--- src/rtl/gmii_tx_pkg.sv ---
package gmii_tx_pkg;

    //////////////////////////////////////////////////
    // widths
    //////////////////////////////////////////////////

    typedef logic [7:0]  byte_t;       // gmii / fifo byte
    typedef logic [15:0] ptr_word_t;   // pointer fifo word, low 12 bits used
    typedef logic [11:0] frame_len_t;  // payload length in bytes
    typedef logic [31:0] crc_t;
    typedef logic [19:0] mgnt_word_t;  // {flag nibble, length}

    //////////////////////////////////////////////////
    // framing
    //////////////////////////////////////////////////

    localparam byte_t PREAMBLE_BYTE = 8'h55;
    localparam byte_t SFD_BYTE      = 8'hD5;
    localparam int    PREAMBLE_LEN  = 8;   // sfd included
    localparam int    FCS_LEN       = 4;
    localparam int    IFG_CYCLES    = 12;  // minimum idle between frames

    // normal (non reflected) form of the 802.3 polynomial
    localparam crc_t CRC_POLY = 32'h04C1_1DB7;
    localparam crc_t CRC_INIT = 32'hFFFF_FFFF;

    localparam int MGNT_FLAG_TTE = 19;  // scheduled queue flag in report

    //////////////////////////////////////////////////
    // state machines
    //////////////////////////////////////////////////

    typedef enum logic [1:0] {
        ARB_IDLE,       // wait for a pointer
        ARB_PTR_READ,   // pointer read in flight
        ARB_DATA,       // one data read per cycle
        ARB_WAIT_DONE   // frame still on the wire
    } arb_state_t;

    typedef enum logic [1:0] {
        SND_IDLE,   // preamble loaded, wait for first byte
        SND_SEND,   // preamble + payload through the shift register
        SND_FCS,    // four crc bytes
        SND_GAP     // interframe gap
    } send_state_t;

endpackage

--- src/rtl/tx_byte_if.sv ---
`timescale 1ns/100ps

interface tx_byte_if;

    logic                valid;  // one strobe per byte, no back-pressure
    gmii_tx_pkg::byte_t  data;
    logic                last;   // with the final payload byte
    logic                done;   // end of interframe gap

    modport arbiter (
        output valid,
        output data,
        output last,
        input  done
    );

    modport sender (
        input  valid,
        input  data,
        input  last,
        output done
    );

endinterface

--- src/rtl/crc32_8023.sv ---
`timescale 1ns/100ps

module crc32_8023 (
    input  logic               tx_master_clk,
    input  logic               rstn_mac,
    input  logic               init,
    input  logic               calc,      // 1: fold data, 0: shift out fcs
    input  logic               d_valid,
    input  gmii_tx_pkg::byte_t d,
    output gmii_tx_pkg::byte_t fcs_byte
);

    gmii_tx_pkg::crc_t  crc_q;     // reflected register, lsb first
    gmii_tx_pkg::crc_t  crc_next;

    // bit serial fold of one byte, lsb of the byte first
    always_comb begin
        gmii_tx_pkg::crc_t poly_ref;
        poly_ref = {<<{gmii_tx_pkg::CRC_POLY}};
        crc_next = crc_q;
        for (int i = 0; i < 8; i++) begin
            if (crc_next[0] ^ d[i]) begin
                crc_next = (crc_next >> 1) ^ poly_ref;
            end else begin
                crc_next = crc_next >> 1;
            end
        end
    end

    always_ff @(posedge tx_master_clk or negedge rstn_mac) begin
        if (!rstn_mac) begin
            crc_q <= gmii_tx_pkg::CRC_INIT;
        end else if (init) begin
            crc_q <= gmii_tx_pkg::CRC_INIT;
        end else if (d_valid) begin
            if (calc) begin
                crc_q <= crc_next;
            end else begin
                crc_q <= {8'hFF, crc_q[31:8]};   // next fcs byte down
            end
        end
    end

    assign fcs_byte = ~crc_q[7:0];  // final complement

endmodule

--- src/rtl/tx_queue_arbiter.sv ---
`timescale 1ns/100ps

module tx_queue_arbiter (
    input  logic                    tx_master_clk,
    input  logic                    rstn_mac,
    input  gmii_tx_pkg::ptr_word_t  ptr_fifo_din,
    input  gmii_tx_pkg::ptr_word_t  tptr_fifo_din,
    input  logic                    ptr_fifo_empty,
    input  logic                    tptr_fifo_empty,
    input  gmii_tx_pkg::byte_t      data_fifo_din,
    input  gmii_tx_pkg::byte_t      tdata_fifo_din,
    output logic                    ptr_fifo_rd,
    output logic                    tptr_fifo_rd,
    output logic                    data_fifo_rd,
    output logic                    tdata_fifo_rd,
    output logic                    frame_start,
    output logic                    is_tte,
    output gmii_tx_pkg::frame_len_t frame_len,
    tx_byte_if.arbiter              bytes
);

    gmii_tx_pkg::arb_state_t  state;
    gmii_tx_pkg::frame_len_t  byte_cnt;   // data reads still to issue
    gmii_tx_pkg::frame_len_t  ptr_len;
    logic                     rd_active;
    logic                     rd_final;

    // pointer word of the selected queue, valid the cycle after the read
    assign ptr_len   = is_tte ? tptr_fifo_din[11:0] : ptr_fifo_din[11:0];

    assign rd_active = (state == gmii_tx_pkg::ARB_DATA);
    assign rd_final  = rd_active && (byte_cnt == gmii_tx_pkg::frame_len_t'(1));

    assign data_fifo_rd  = rd_active && !is_tte;
    assign tdata_fifo_rd = rd_active && is_tte;

    //////////////////////////////////////////////////
    // queue choice and read sequencing
    //////////////////////////////////////////////////

    always_ff @(posedge tx_master_clk or negedge rstn_mac) begin
        if (!rstn_mac) begin
            state        <= gmii_tx_pkg::ARB_IDLE;
            ptr_fifo_rd  <= 1'b0;
            tptr_fifo_rd <= 1'b0;
            is_tte       <= 1'b0;
            byte_cnt     <= '0;
            frame_start  <= 1'b0;
        end else begin
            ptr_fifo_rd  <= 1'b0;   // pointer reads are single pulses
            tptr_fifo_rd <= 1'b0;
            frame_start  <= 1'b0;
            case (state)
                gmii_tx_pkg::ARB_IDLE: begin
                    if (!tptr_fifo_empty || !ptr_fifo_empty) begin
                        // scheduled queue wins when both are waiting
                        is_tte       <= !tptr_fifo_empty;
                        tptr_fifo_rd <= !tptr_fifo_empty;
                        ptr_fifo_rd  <= tptr_fifo_empty;
                        state        <= gmii_tx_pkg::ARB_PTR_READ;
                    end
                end
                gmii_tx_pkg::ARB_PTR_READ: begin
                    // second cycle here, pointer word now on din
                    if (!ptr_fifo_rd && !tptr_fifo_rd) begin
                        if (ptr_len == '0) begin
                            state <= gmii_tx_pkg::ARB_IDLE;  // empty descriptor
                        end else begin
                            byte_cnt    <= ptr_len;
                            frame_start <= 1'b1;
                            state       <= gmii_tx_pkg::ARB_DATA;
                        end
                    end
                end
                gmii_tx_pkg::ARB_DATA: begin
                    byte_cnt <= byte_cnt - 1'b1;
                    if (rd_final) begin
                        state <= gmii_tx_pkg::ARB_WAIT_DONE;
                    end
                end
                gmii_tx_pkg::ARB_WAIT_DONE: begin
                    if (bytes.done) begin
                        state <= gmii_tx_pkg::ARB_IDLE;
                    end
                end
                default: state <= gmii_tx_pkg::ARB_IDLE;
            endcase
        end
    end

    // length for the management report, last written on the din cycle
    always_ff @(posedge tx_master_clk) begin
        if (state == gmii_tx_pkg::ARB_PTR_READ) begin
            frame_len <= ptr_len;
        end
    end

    //////////////////////////////////////////////////
    // byte stream, one cycle behind the read
    //////////////////////////////////////////////////

    always_ff @(posedge tx_master_clk or negedge rstn_mac) begin
        if (!rstn_mac) begin
            bytes.valid <= 1'b0;
            bytes.last  <= 1'b0;
        end else begin
            bytes.valid <= rd_active;
            bytes.last  <= rd_final;
        end
    end

    assign bytes.data = is_tte ? tdata_fifo_din : data_fifo_din;  // fifo output is registered

endmodule

--- src/rtl/tx_frame_sender.sv ---
`timescale 1ns/100ps

module tx_frame_sender (
    input  logic               tx_master_clk,
    input  logic               rstn_mac,
    tx_byte_if.sender          bytes,
    output gmii_tx_pkg::byte_t gtx_d,
    output logic               gtx_dv
);

    gmii_tx_pkg::send_state_t  state;

    // byte 0 leaves first, sfd sits at the top
    logic [gmii_tx_pkg::PREAMBLE_LEN*8-1:0]  shreg;
    logic [gmii_tx_pkg::PREAMBLE_LEN*8-1:0]  preamble_init;

    logic [3:0]          pre_cnt;    // bytes shifted out, saturates at preamble length
    logic [3:0]          cnt;        // flush / fcs / gap counter
    logic                flush;      // last byte seen, draining the register
    logic                shift;
    logic                payload_out;
    gmii_tx_pkg::byte_t  shift_in;
    gmii_tx_pkg::byte_t  fcs_byte;

    assign preamble_init = {gmii_tx_pkg::SFD_BYTE,
                            {(gmii_tx_pkg::PREAMBLE_LEN-1){gmii_tx_pkg::PREAMBLE_BYTE}}};

    assign shift       = bytes.valid || flush;
    assign shift_in    = bytes.valid ? bytes.data : '0;
    assign payload_out = shift && (pre_cnt == 4'(gmii_tx_pkg::PREAMBLE_LEN));

    assign bytes.done  = (state == gmii_tx_pkg::SND_GAP) &&
                         (cnt == 4'(gmii_tx_pkg::IFG_CYCLES));

    //////////////////////////////////////////////////
    // fcs over the payload as it leaves the register
    //////////////////////////////////////////////////

    crc32_8023 i_crc (
        .tx_master_clk (tx_master_clk),
        .rstn_mac      (rstn_mac),
        .init          (state == gmii_tx_pkg::SND_IDLE),
        .calc          (state != gmii_tx_pkg::SND_FCS),
        .d_valid       (payload_out || (state == gmii_tx_pkg::SND_FCS)),
        .d             (shreg[7:0]),
        .fcs_byte      (fcs_byte)
    );

    //////////////////////////////////////////////////
    // output sequencing
    //////////////////////////////////////////////////

    always_ff @(posedge tx_master_clk or negedge rstn_mac) begin
        if (!rstn_mac) begin
            state   <= gmii_tx_pkg::SND_IDLE;
            shreg   <= preamble_init;
            gtx_d   <= '0;
            gtx_dv  <= 1'b0;
            pre_cnt <= '0;
            cnt     <= '0;
            flush   <= 1'b0;
        end else begin
            if (shift) begin
                shreg <= {shift_in, shreg[gmii_tx_pkg::PREAMBLE_LEN*8-1:8]};
                gtx_d <= shreg[7:0];
                if (pre_cnt != 4'(gmii_tx_pkg::PREAMBLE_LEN)) begin
                    pre_cnt <= pre_cnt + 1'b1;
                end
            end
            case (state)
                gmii_tx_pkg::SND_IDLE: begin
                    if (bytes.valid) begin
                        gtx_dv <= 1'b1;
                        flush  <= bytes.last;   // one byte frame
                        cnt    <= '0;
                        state  <= gmii_tx_pkg::SND_SEND;
                    end
                end
                gmii_tx_pkg::SND_SEND: begin
                    if (bytes.valid && bytes.last) begin
                        flush <= 1'b1;
                    end
                    if (flush) begin
                        cnt <= cnt + 1'b1;
                        if (cnt == 4'(gmii_tx_pkg::PREAMBLE_LEN-1)) begin  // register empty
                            flush <= 1'b0;
                            cnt   <= '0;
                            state <= gmii_tx_pkg::SND_FCS;
                        end
                    end
                end
                gmii_tx_pkg::SND_FCS: begin
                    gtx_d <= fcs_byte;
                    cnt   <= cnt + 1'b1;
                    if (cnt == 4'(gmii_tx_pkg::FCS_LEN-1)) begin
                        cnt   <= '0;
                        state <= gmii_tx_pkg::SND_GAP;
                    end
                end
                gmii_tx_pkg::SND_GAP: begin
                    gtx_dv <= 1'b0;     // last fcs byte still out on the first gap cycle
                    cnt    <= cnt + 1'b1;
                    if (bytes.done) begin
                        shreg   <= preamble_init;   // ready for the next frame
                        pre_cnt <= '0;
                        cnt     <= '0;
                        state   <= gmii_tx_pkg::SND_IDLE;
                    end
                end
                default: state <= gmii_tx_pkg::SND_IDLE;
            endcase
        end
    end

endmodule

--- src/rtl/tx_mgnt_report.sv ---
`timescale 1ns/100ps

module tx_mgnt_report (
    input  logic                    tx_master_clk,
    input  logic                    rstn_mac,
    input  logic                    frame_start,
    input  logic                    is_tte,
    input  gmii_tx_pkg::frame_len_t frame_len,
    input  logic                    tx_mgnt_resp,
    output logic                    tx_mgnt_valid,
    output gmii_tx_pkg::mgnt_word_t tx_mgnt_data
);

    gmii_tx_pkg::mgnt_word_t  report_word;
    logic                     capture;

    // flag nibble above the length, only the tte bit is ever set
    always_comb begin
        report_word = '0;
        report_word[gmii_tx_pkg::MGNT_FLAG_TTE] = is_tte;
        report_word[$bits(gmii_tx_pkg::frame_len_t)-1:0] = frame_len;
    end

    assign capture = frame_start && !tx_mgnt_valid;   // busy report drops the frame

    // valid doubles as the idle / report state
    always_ff @(posedge tx_master_clk or negedge rstn_mac) begin
        if (!rstn_mac) begin
            tx_mgnt_valid <= 1'b0;
        end else if (capture) begin
            tx_mgnt_valid <= 1'b1;
        end else if (tx_mgnt_resp) begin
            tx_mgnt_valid <= 1'b0;
        end
    end

    // held unchanged while a report is pending
    always_ff @(posedge tx_master_clk) begin
        if (capture) begin
            tx_mgnt_data <= report_word;
        end
    end

endmodule

--- src/rtl/gmii_tx_mac.sv ---
`timescale 1ns/100ps

module gmii_tx_mac (
    input  logic                    tx_master_clk,
    input  logic                    rstn_mac,

    // best-effort queue
    input  gmii_tx_pkg::byte_t      data_fifo_din,    // registered fifo output
    input  logic                    data_fifo_empty,  // not needed, pointer follows data
    output logic                    data_fifo_rd,
    input  gmii_tx_pkg::ptr_word_t  ptr_fifo_din,
    input  logic                    ptr_fifo_empty,
    output logic                    ptr_fifo_rd,

    // scheduled queue
    input  gmii_tx_pkg::byte_t      tdata_fifo_din,
    input  logic                    tdata_fifo_empty, // not needed either
    output logic                    tdata_fifo_rd,
    input  gmii_tx_pkg::ptr_word_t  tptr_fifo_din,
    input  logic                    tptr_fifo_empty,
    output logic                    tptr_fifo_rd,

    // gmii
    output logic                    gtx_dv,
    output gmii_tx_pkg::byte_t      gtx_d,

    // management
    output logic                    tx_mgnt_valid,
    output gmii_tx_pkg::mgnt_word_t tx_mgnt_data,
    input  logic                    tx_mgnt_resp
);

    tx_byte_if bytes ();

    logic                     frame_start;
    logic                     is_tte;
    gmii_tx_pkg::frame_len_t  frame_len;

    tx_queue_arbiter i_arbiter (
        .tx_master_clk   (tx_master_clk),
        .rstn_mac        (rstn_mac),
        .ptr_fifo_din    (ptr_fifo_din),
        .tptr_fifo_din   (tptr_fifo_din),
        .ptr_fifo_empty  (ptr_fifo_empty),
        .tptr_fifo_empty (tptr_fifo_empty),
        .data_fifo_din   (data_fifo_din),
        .tdata_fifo_din  (tdata_fifo_din),
        .ptr_fifo_rd     (ptr_fifo_rd),
        .tptr_fifo_rd    (tptr_fifo_rd),
        .data_fifo_rd    (data_fifo_rd),
        .tdata_fifo_rd   (tdata_fifo_rd),
        .frame_start     (frame_start),
        .is_tte          (is_tte),
        .frame_len       (frame_len),
        .bytes           (bytes.arbiter)
    );

    tx_frame_sender i_sender (
        .tx_master_clk (tx_master_clk),
        .rstn_mac      (rstn_mac),
        .bytes         (bytes.sender),
        .gtx_d         (gtx_d),
        .gtx_dv        (gtx_dv)
    );

    tx_mgnt_report i_mgnt (
        .tx_master_clk (tx_master_clk),
        .rstn_mac      (rstn_mac),
        .frame_start   (frame_start),
        .is_tte        (is_tte),
        .frame_len     (frame_len),
        .tx_mgnt_resp  (tx_mgnt_resp),
        .tx_mgnt_valid (tx_mgnt_valid),
        .tx_mgnt_data  (tx_mgnt_data)
    );

endmodule

--- config.mk ---
export PLATFORM = sky130hd
export DESIGN_NAME = gmii_tx_mac
export DESIGN_NICKNAME = d
export VERILOG_FILES = /design/src/rtl/gmii_tx_pkg.sv /design/src/rtl/tx_byte_if.sv /design/src/rtl/crc32_8023.sv /design/src/rtl/tx_queue_arbiter.sv /design/src/rtl/tx_frame_sender.sv /design/src/rtl/tx_mgnt_report.sv /design/src/rtl/gmii_tx_mac.sv
export SDC_FILE = /design/constraint.sdc
export NUM_CORES = 1
export LEC_CHECK = 0
export ABC_AREA = 1
export BUFFER_PORTS_ARGS = -buffer_cell sky130_fd_sc_hd__buf_2
export CELL_PAD_IN_SITES_DETAIL_PLACEMENT = 0
export CELL_PAD_IN_SITES_GLOBAL_PLACEMENT = 2
export CORE_ASPECT_RATIO = 1.75
export CORE_MARGIN = 2
export CORE_UTILIZATION = 39
export CTS_BUF_LIST = sky130_fd_sc_hd__clkbuf_8
export CTS_CLUSTER_SIZE = 30
export DETAILED_ROUTE_END_ITERATION = 6
export PLACE_DENSITY = 0.88
export SYNTH_ARGS = -nofsm -noshare
export SYNTH_HDL_FRONTEND = slang
export SYNTH_SLANG_ARGS = --single-unit
--- constraint.sdc ---
create_clock -name tx_master_clk -period 5.77 [get_ports tx_master_clk]
set_input_delay 0 -clock tx_master_clk [delete_from_list [all_inputs] [get_ports tx_master_clk]]
set_output_delay 0 -clock tx_master_clk [all_outputs]
set_load 0.02 [all_outputs]
==> out/results.md <==
| Item | This run | Unit |
| --- | --- | --- |
| Result of the run | complete, no violations | - |
| Simple logic cell fraction of the synthesized area | 26.1 | % |
| Final min period | 2790 | ps |
| Detailed-routing iteration count for the pre-antenna-repair pass | 4 | - |
| Setup Total Neg Slack | 0 | ps |
| Fill cell instance count of the final layout | 2252 | - |
| Count of buffers inserted at the top-level ports | 71 | - |
| Number of routed nets with antenna violations | 0 | - |
| Final setup fails | 0 | - |
| Transition time at the pin with the least slew margin | 917 | ps |
| Area grow syn2layout | 16.0 | % |
| I/O pin cnt | 89 | - |
| Clock latency at the later pin of the worst-skew pair | 480 | ps |
| CP Capture Type | flip-flop | - |
| Count of flip-flops with a built-in enable after synthesis | 25 | - |
| Kind of critical path | reg2reg | - |
| Gate family responsible for the most delay along the worst path | buffers and inverters | - |
| Gr ovfl total | 0 | - |
| Post-synth top cells | nand2_1, inv_1, nor2_1 | - |
| Aggregate global-route resource usage | 20.5 | % |
| Final worst clock skew | 13.9 | ps |
| Vert. Die Dim | 199 | um |
| Fraction of synthesis flops using an asynchronous set or reset pin | 84.6 | % |
| Main flop type after synthesis | dfrtp_1 | - |
| Xor and xnor area share after synthesis | 2.35 | % |
| Largest net degree at the start of global routing | 83 | - |
| Layout Utilization | 45.9 | % |
| Final wirelength | 22100 | um |
| Gate count after technology mapping | 1056 | - |
| Number of pins with negative max-slew slack in the final report | 0 | - |
| Flip-flop and latch area | 4260 | um^2 |
| Post-CTS clock slew at the launch and capture registers of the worst setup and hold paths | 100 | ps |
| Antenna violations before repair | 0 | - |
| Number of diodes added for antenna fixing | 0 | - |
| DR DRC count | 0 | - |
| Max_cap viols | 0 | - |
| CTS Root Buffer Type | clkbuf_8 | - |
| Post-synthesis average cell area | 8.06 | um^2 |
| TritonCTS clock tree | built | - |
| Global-route wire length before repair | 36300 | um |
| H-tree levels | 4 | - |
| Vias per inst | 4.88 | - |
| Total Power | 0.00649 | W |
| Starting density of the core | 39.6 | % |
| Fraction of synthesized cell area taken by the top area cell type | 21.2 | % |
| Buffers from clock root to sink, at most | 2 | - |
| RSZ-0062 raised after global routing | no | - |
| Compound-gate portion of the synthesized area | 11.6 | % |
| Die Wd | 116 | um |
| Leak pwr | 4.64 | nW |
| Net count, final | 1227 | - |
| Number of buffers created by CTS | 17 | - |
| Highest net fanout along the worst path | 67 | - |
| PwrDens | 657 | nW/um^2 |
| Fraction of layout instances using a drive strength above 1 | 17.5 | % |
| Total buffers and inverters traversed by the critical path | 2 | - |
| Synth top area cells | dfrtp_1, dfstp_2, nand2_1 | - |
| Cell Chain, Critical Path | nor2_4 -> buf_4 -> inv_2 -> nor2_1 -> nand2_1 -> o211ai_1 | - |
| Required time at the endpoint of the critical path | 6170 | ps |
| Largest family of logic cells by synthesized area | simple AND/OR/NAND/NOR gates | - |
| Multiplexer share of the synthesized area | 0 | % |
| Sequential cell area fraction in the yosys report | 50.0 | % |
| Count of cell types in the netlist | 46 | - |
| Worst Setup Start Kind | flip-flop | - |
| Worst vdd ir | 241 | uV |
| Initial drt markers | 447 | - |
| Total number of clock tree sinks | 162 | - |
| Critical path data arrival time | 3200 | ps |
| Count leader, synth | nand2_1 | - |
| Flip-flop and latch count after synthesis | 162 | - |
| Cell type of the slowest stage on the worst timing path | nor2_1 | - |
| Area after detailed placement | 9100 | um^2 |
| Final RePlAce weighted congestion | 0.862 | - |
| Average detailed-routed wire length per instance | 15.1 | um |
| Combined area of all synthesized cells | 8510 | um^2 |
| Remaining max-slew budget at the tightest pin | 38.8 | % |
| Via count | 7140 | - |
| Tightest hold margin | 28.8 | ps |
| Die ar. | 23100 | um^2 |
| Row count | 71 | - |
| Crit-path max cell delay | 660 | ps |
| Synthesized-area fraction occupied by adder cells | 2.06 | % |
| Final design area excluding fillers | 9880 | um^2 |
| Class of the most critical hold timing path | in2reg | - |
| Number of global-route vias before repair | 6944 | - |
| Post-detail-place hpwl | 15100 | um |
| Highest clock frequency the design can meet | 358 | MHz |
| Crit share post-route | 48.4 | % |
| Hold Fails Final Rpt | 0 | - |
| Cell type with the highest aggregate area in the netlist | dfrtp_1 | - |
| Synth Warn # | 0 | - |
| Area used by multi-input combinational logic | 3610 | um^2 |
| Area inside the core boundary | 21500 | um^2 |
## layout by cell type, fill, tap and decap left out, drive strengths merged, types with 5 or more instances in the layout
cell,n
o21ai,48
dfstp,65
clkbuf,19
nand2,321
dlygate4sd3,42
xor2,16
nor3,25
or2,5
inv,124
conb,7
dfrtp,72
buf,79
nand3,77
a21oi,56
o22ai,7
edfxtp,25
o211ai,38
xnor2,6
nor2,102
clkinv,5
ha,14
## per-layer routing
layer | part of all wire (%) | vias to the layer above | track usage [%]
met5 | 0 | - | 0
met4 | 2.3 | 0 | 7.76
met3 | 2.7 | 34 | 3.34
met2 | 55 | 116 | 37.1
met1 | 40 | 3378 | 24.0
li1 | - | 3612 | -
## where the power goes
group	internal [W]	total [W]	switching, W
registers	0.00181	0.00215	0.000339
logic	0.00117	0.00356	0.00239
clock network	0.000327	0.000780	0.000452
## tightest hold or removal path: cells and delay by family
kind | cells | cell delay (ps)
buffers and inverters | 1 | 100
AND/OR/NAND/NOR | 6 | 350
## worst paths after layout
check	end	startpoint	slack, ps	cells past startpoint
setup reg to reg	i_sender.gtx_d[7]$_DFFE_PN0P_	i_arbiter.bytes.valid$_DFF_PN0_	2980	6
setup / recovery	i_sender.gtx_d[7]$_DFFE_PN0P_	i_arbiter.bytes.valid$_DFF_PN0_	2980	6
hold / removal	i_arbiter.byte_cnt[8]$_DFFE_PN0P_	tptr_fifo_din[8]	30	7
min in group asynchronous	i_sender.shreg[35]$_DFF_PN0_	rstn_mac	160	2
max in group asynchronous	i_sender.state[0]$_DFFE_PN0P_	rstn_mac	4360	3
hold reg to reg	i_mgnt.tx_mgnt_data[8]$_DFFE_PP_	i_arbiter.frame_len[8]$_DFFE_PP_	420	0
## cell families (layout without fill, tap and decap cells)
group                      after synthesis  count (layout)
adders and majority gates               14              14
buffers and inverters                  160             269
AOI/OAI and AO/OA                      165             165
DFF                                    162             162
other                                    1               7
and+or+nand+nor                        532             532
xor gates and xnor gates                22              22
## state kept, by name, summed over array words and instances (netlist names), 2 cells and up, named ones only
signal	flops
i_arbiter.byte_cnt	12
i_arbiter.frame_len	12
i_mgnt.tx_mgnt_data	13
i_sender.cnt	4
i_sender.gtx_d	8
i_sender.i_crc.crc_q	32
i_sender.pre_cnt	4
i_sender.shreg	64
i_sender.state	2
## metrics by stage
| stage | std cells | worst slack [ps] |
|---|---|---|
| after CTS | 1463 | 2930 |
| after global placement | 1389 | 2960 |
| final | 1463 | 2980 |
| after detailed placement | 1389 | 2970 |
| after floorplan | 1062 | 3650 |
| after global routing | 1463 | 2670 |
## repair_timing
| item | in CTS | in global routing |
|---|---|---|
| hold endpoints to repair | 110 | 0 |
| buffers inserted | 0 | 0 |
| hold buffers | 42 | 0 |
| resized for setup | 0 | 0 |
## final cells by class
cell class,instances,area share (%)
repair buffers,121,8.53
clock buffers,19,2.65
well taps,292,3.70
inverters,116,4.41
multi-input cells,740,36.6
clock inverters,13,0.976
flip-flops and latches,162,43.1
(Power assumes the default switching activity.)
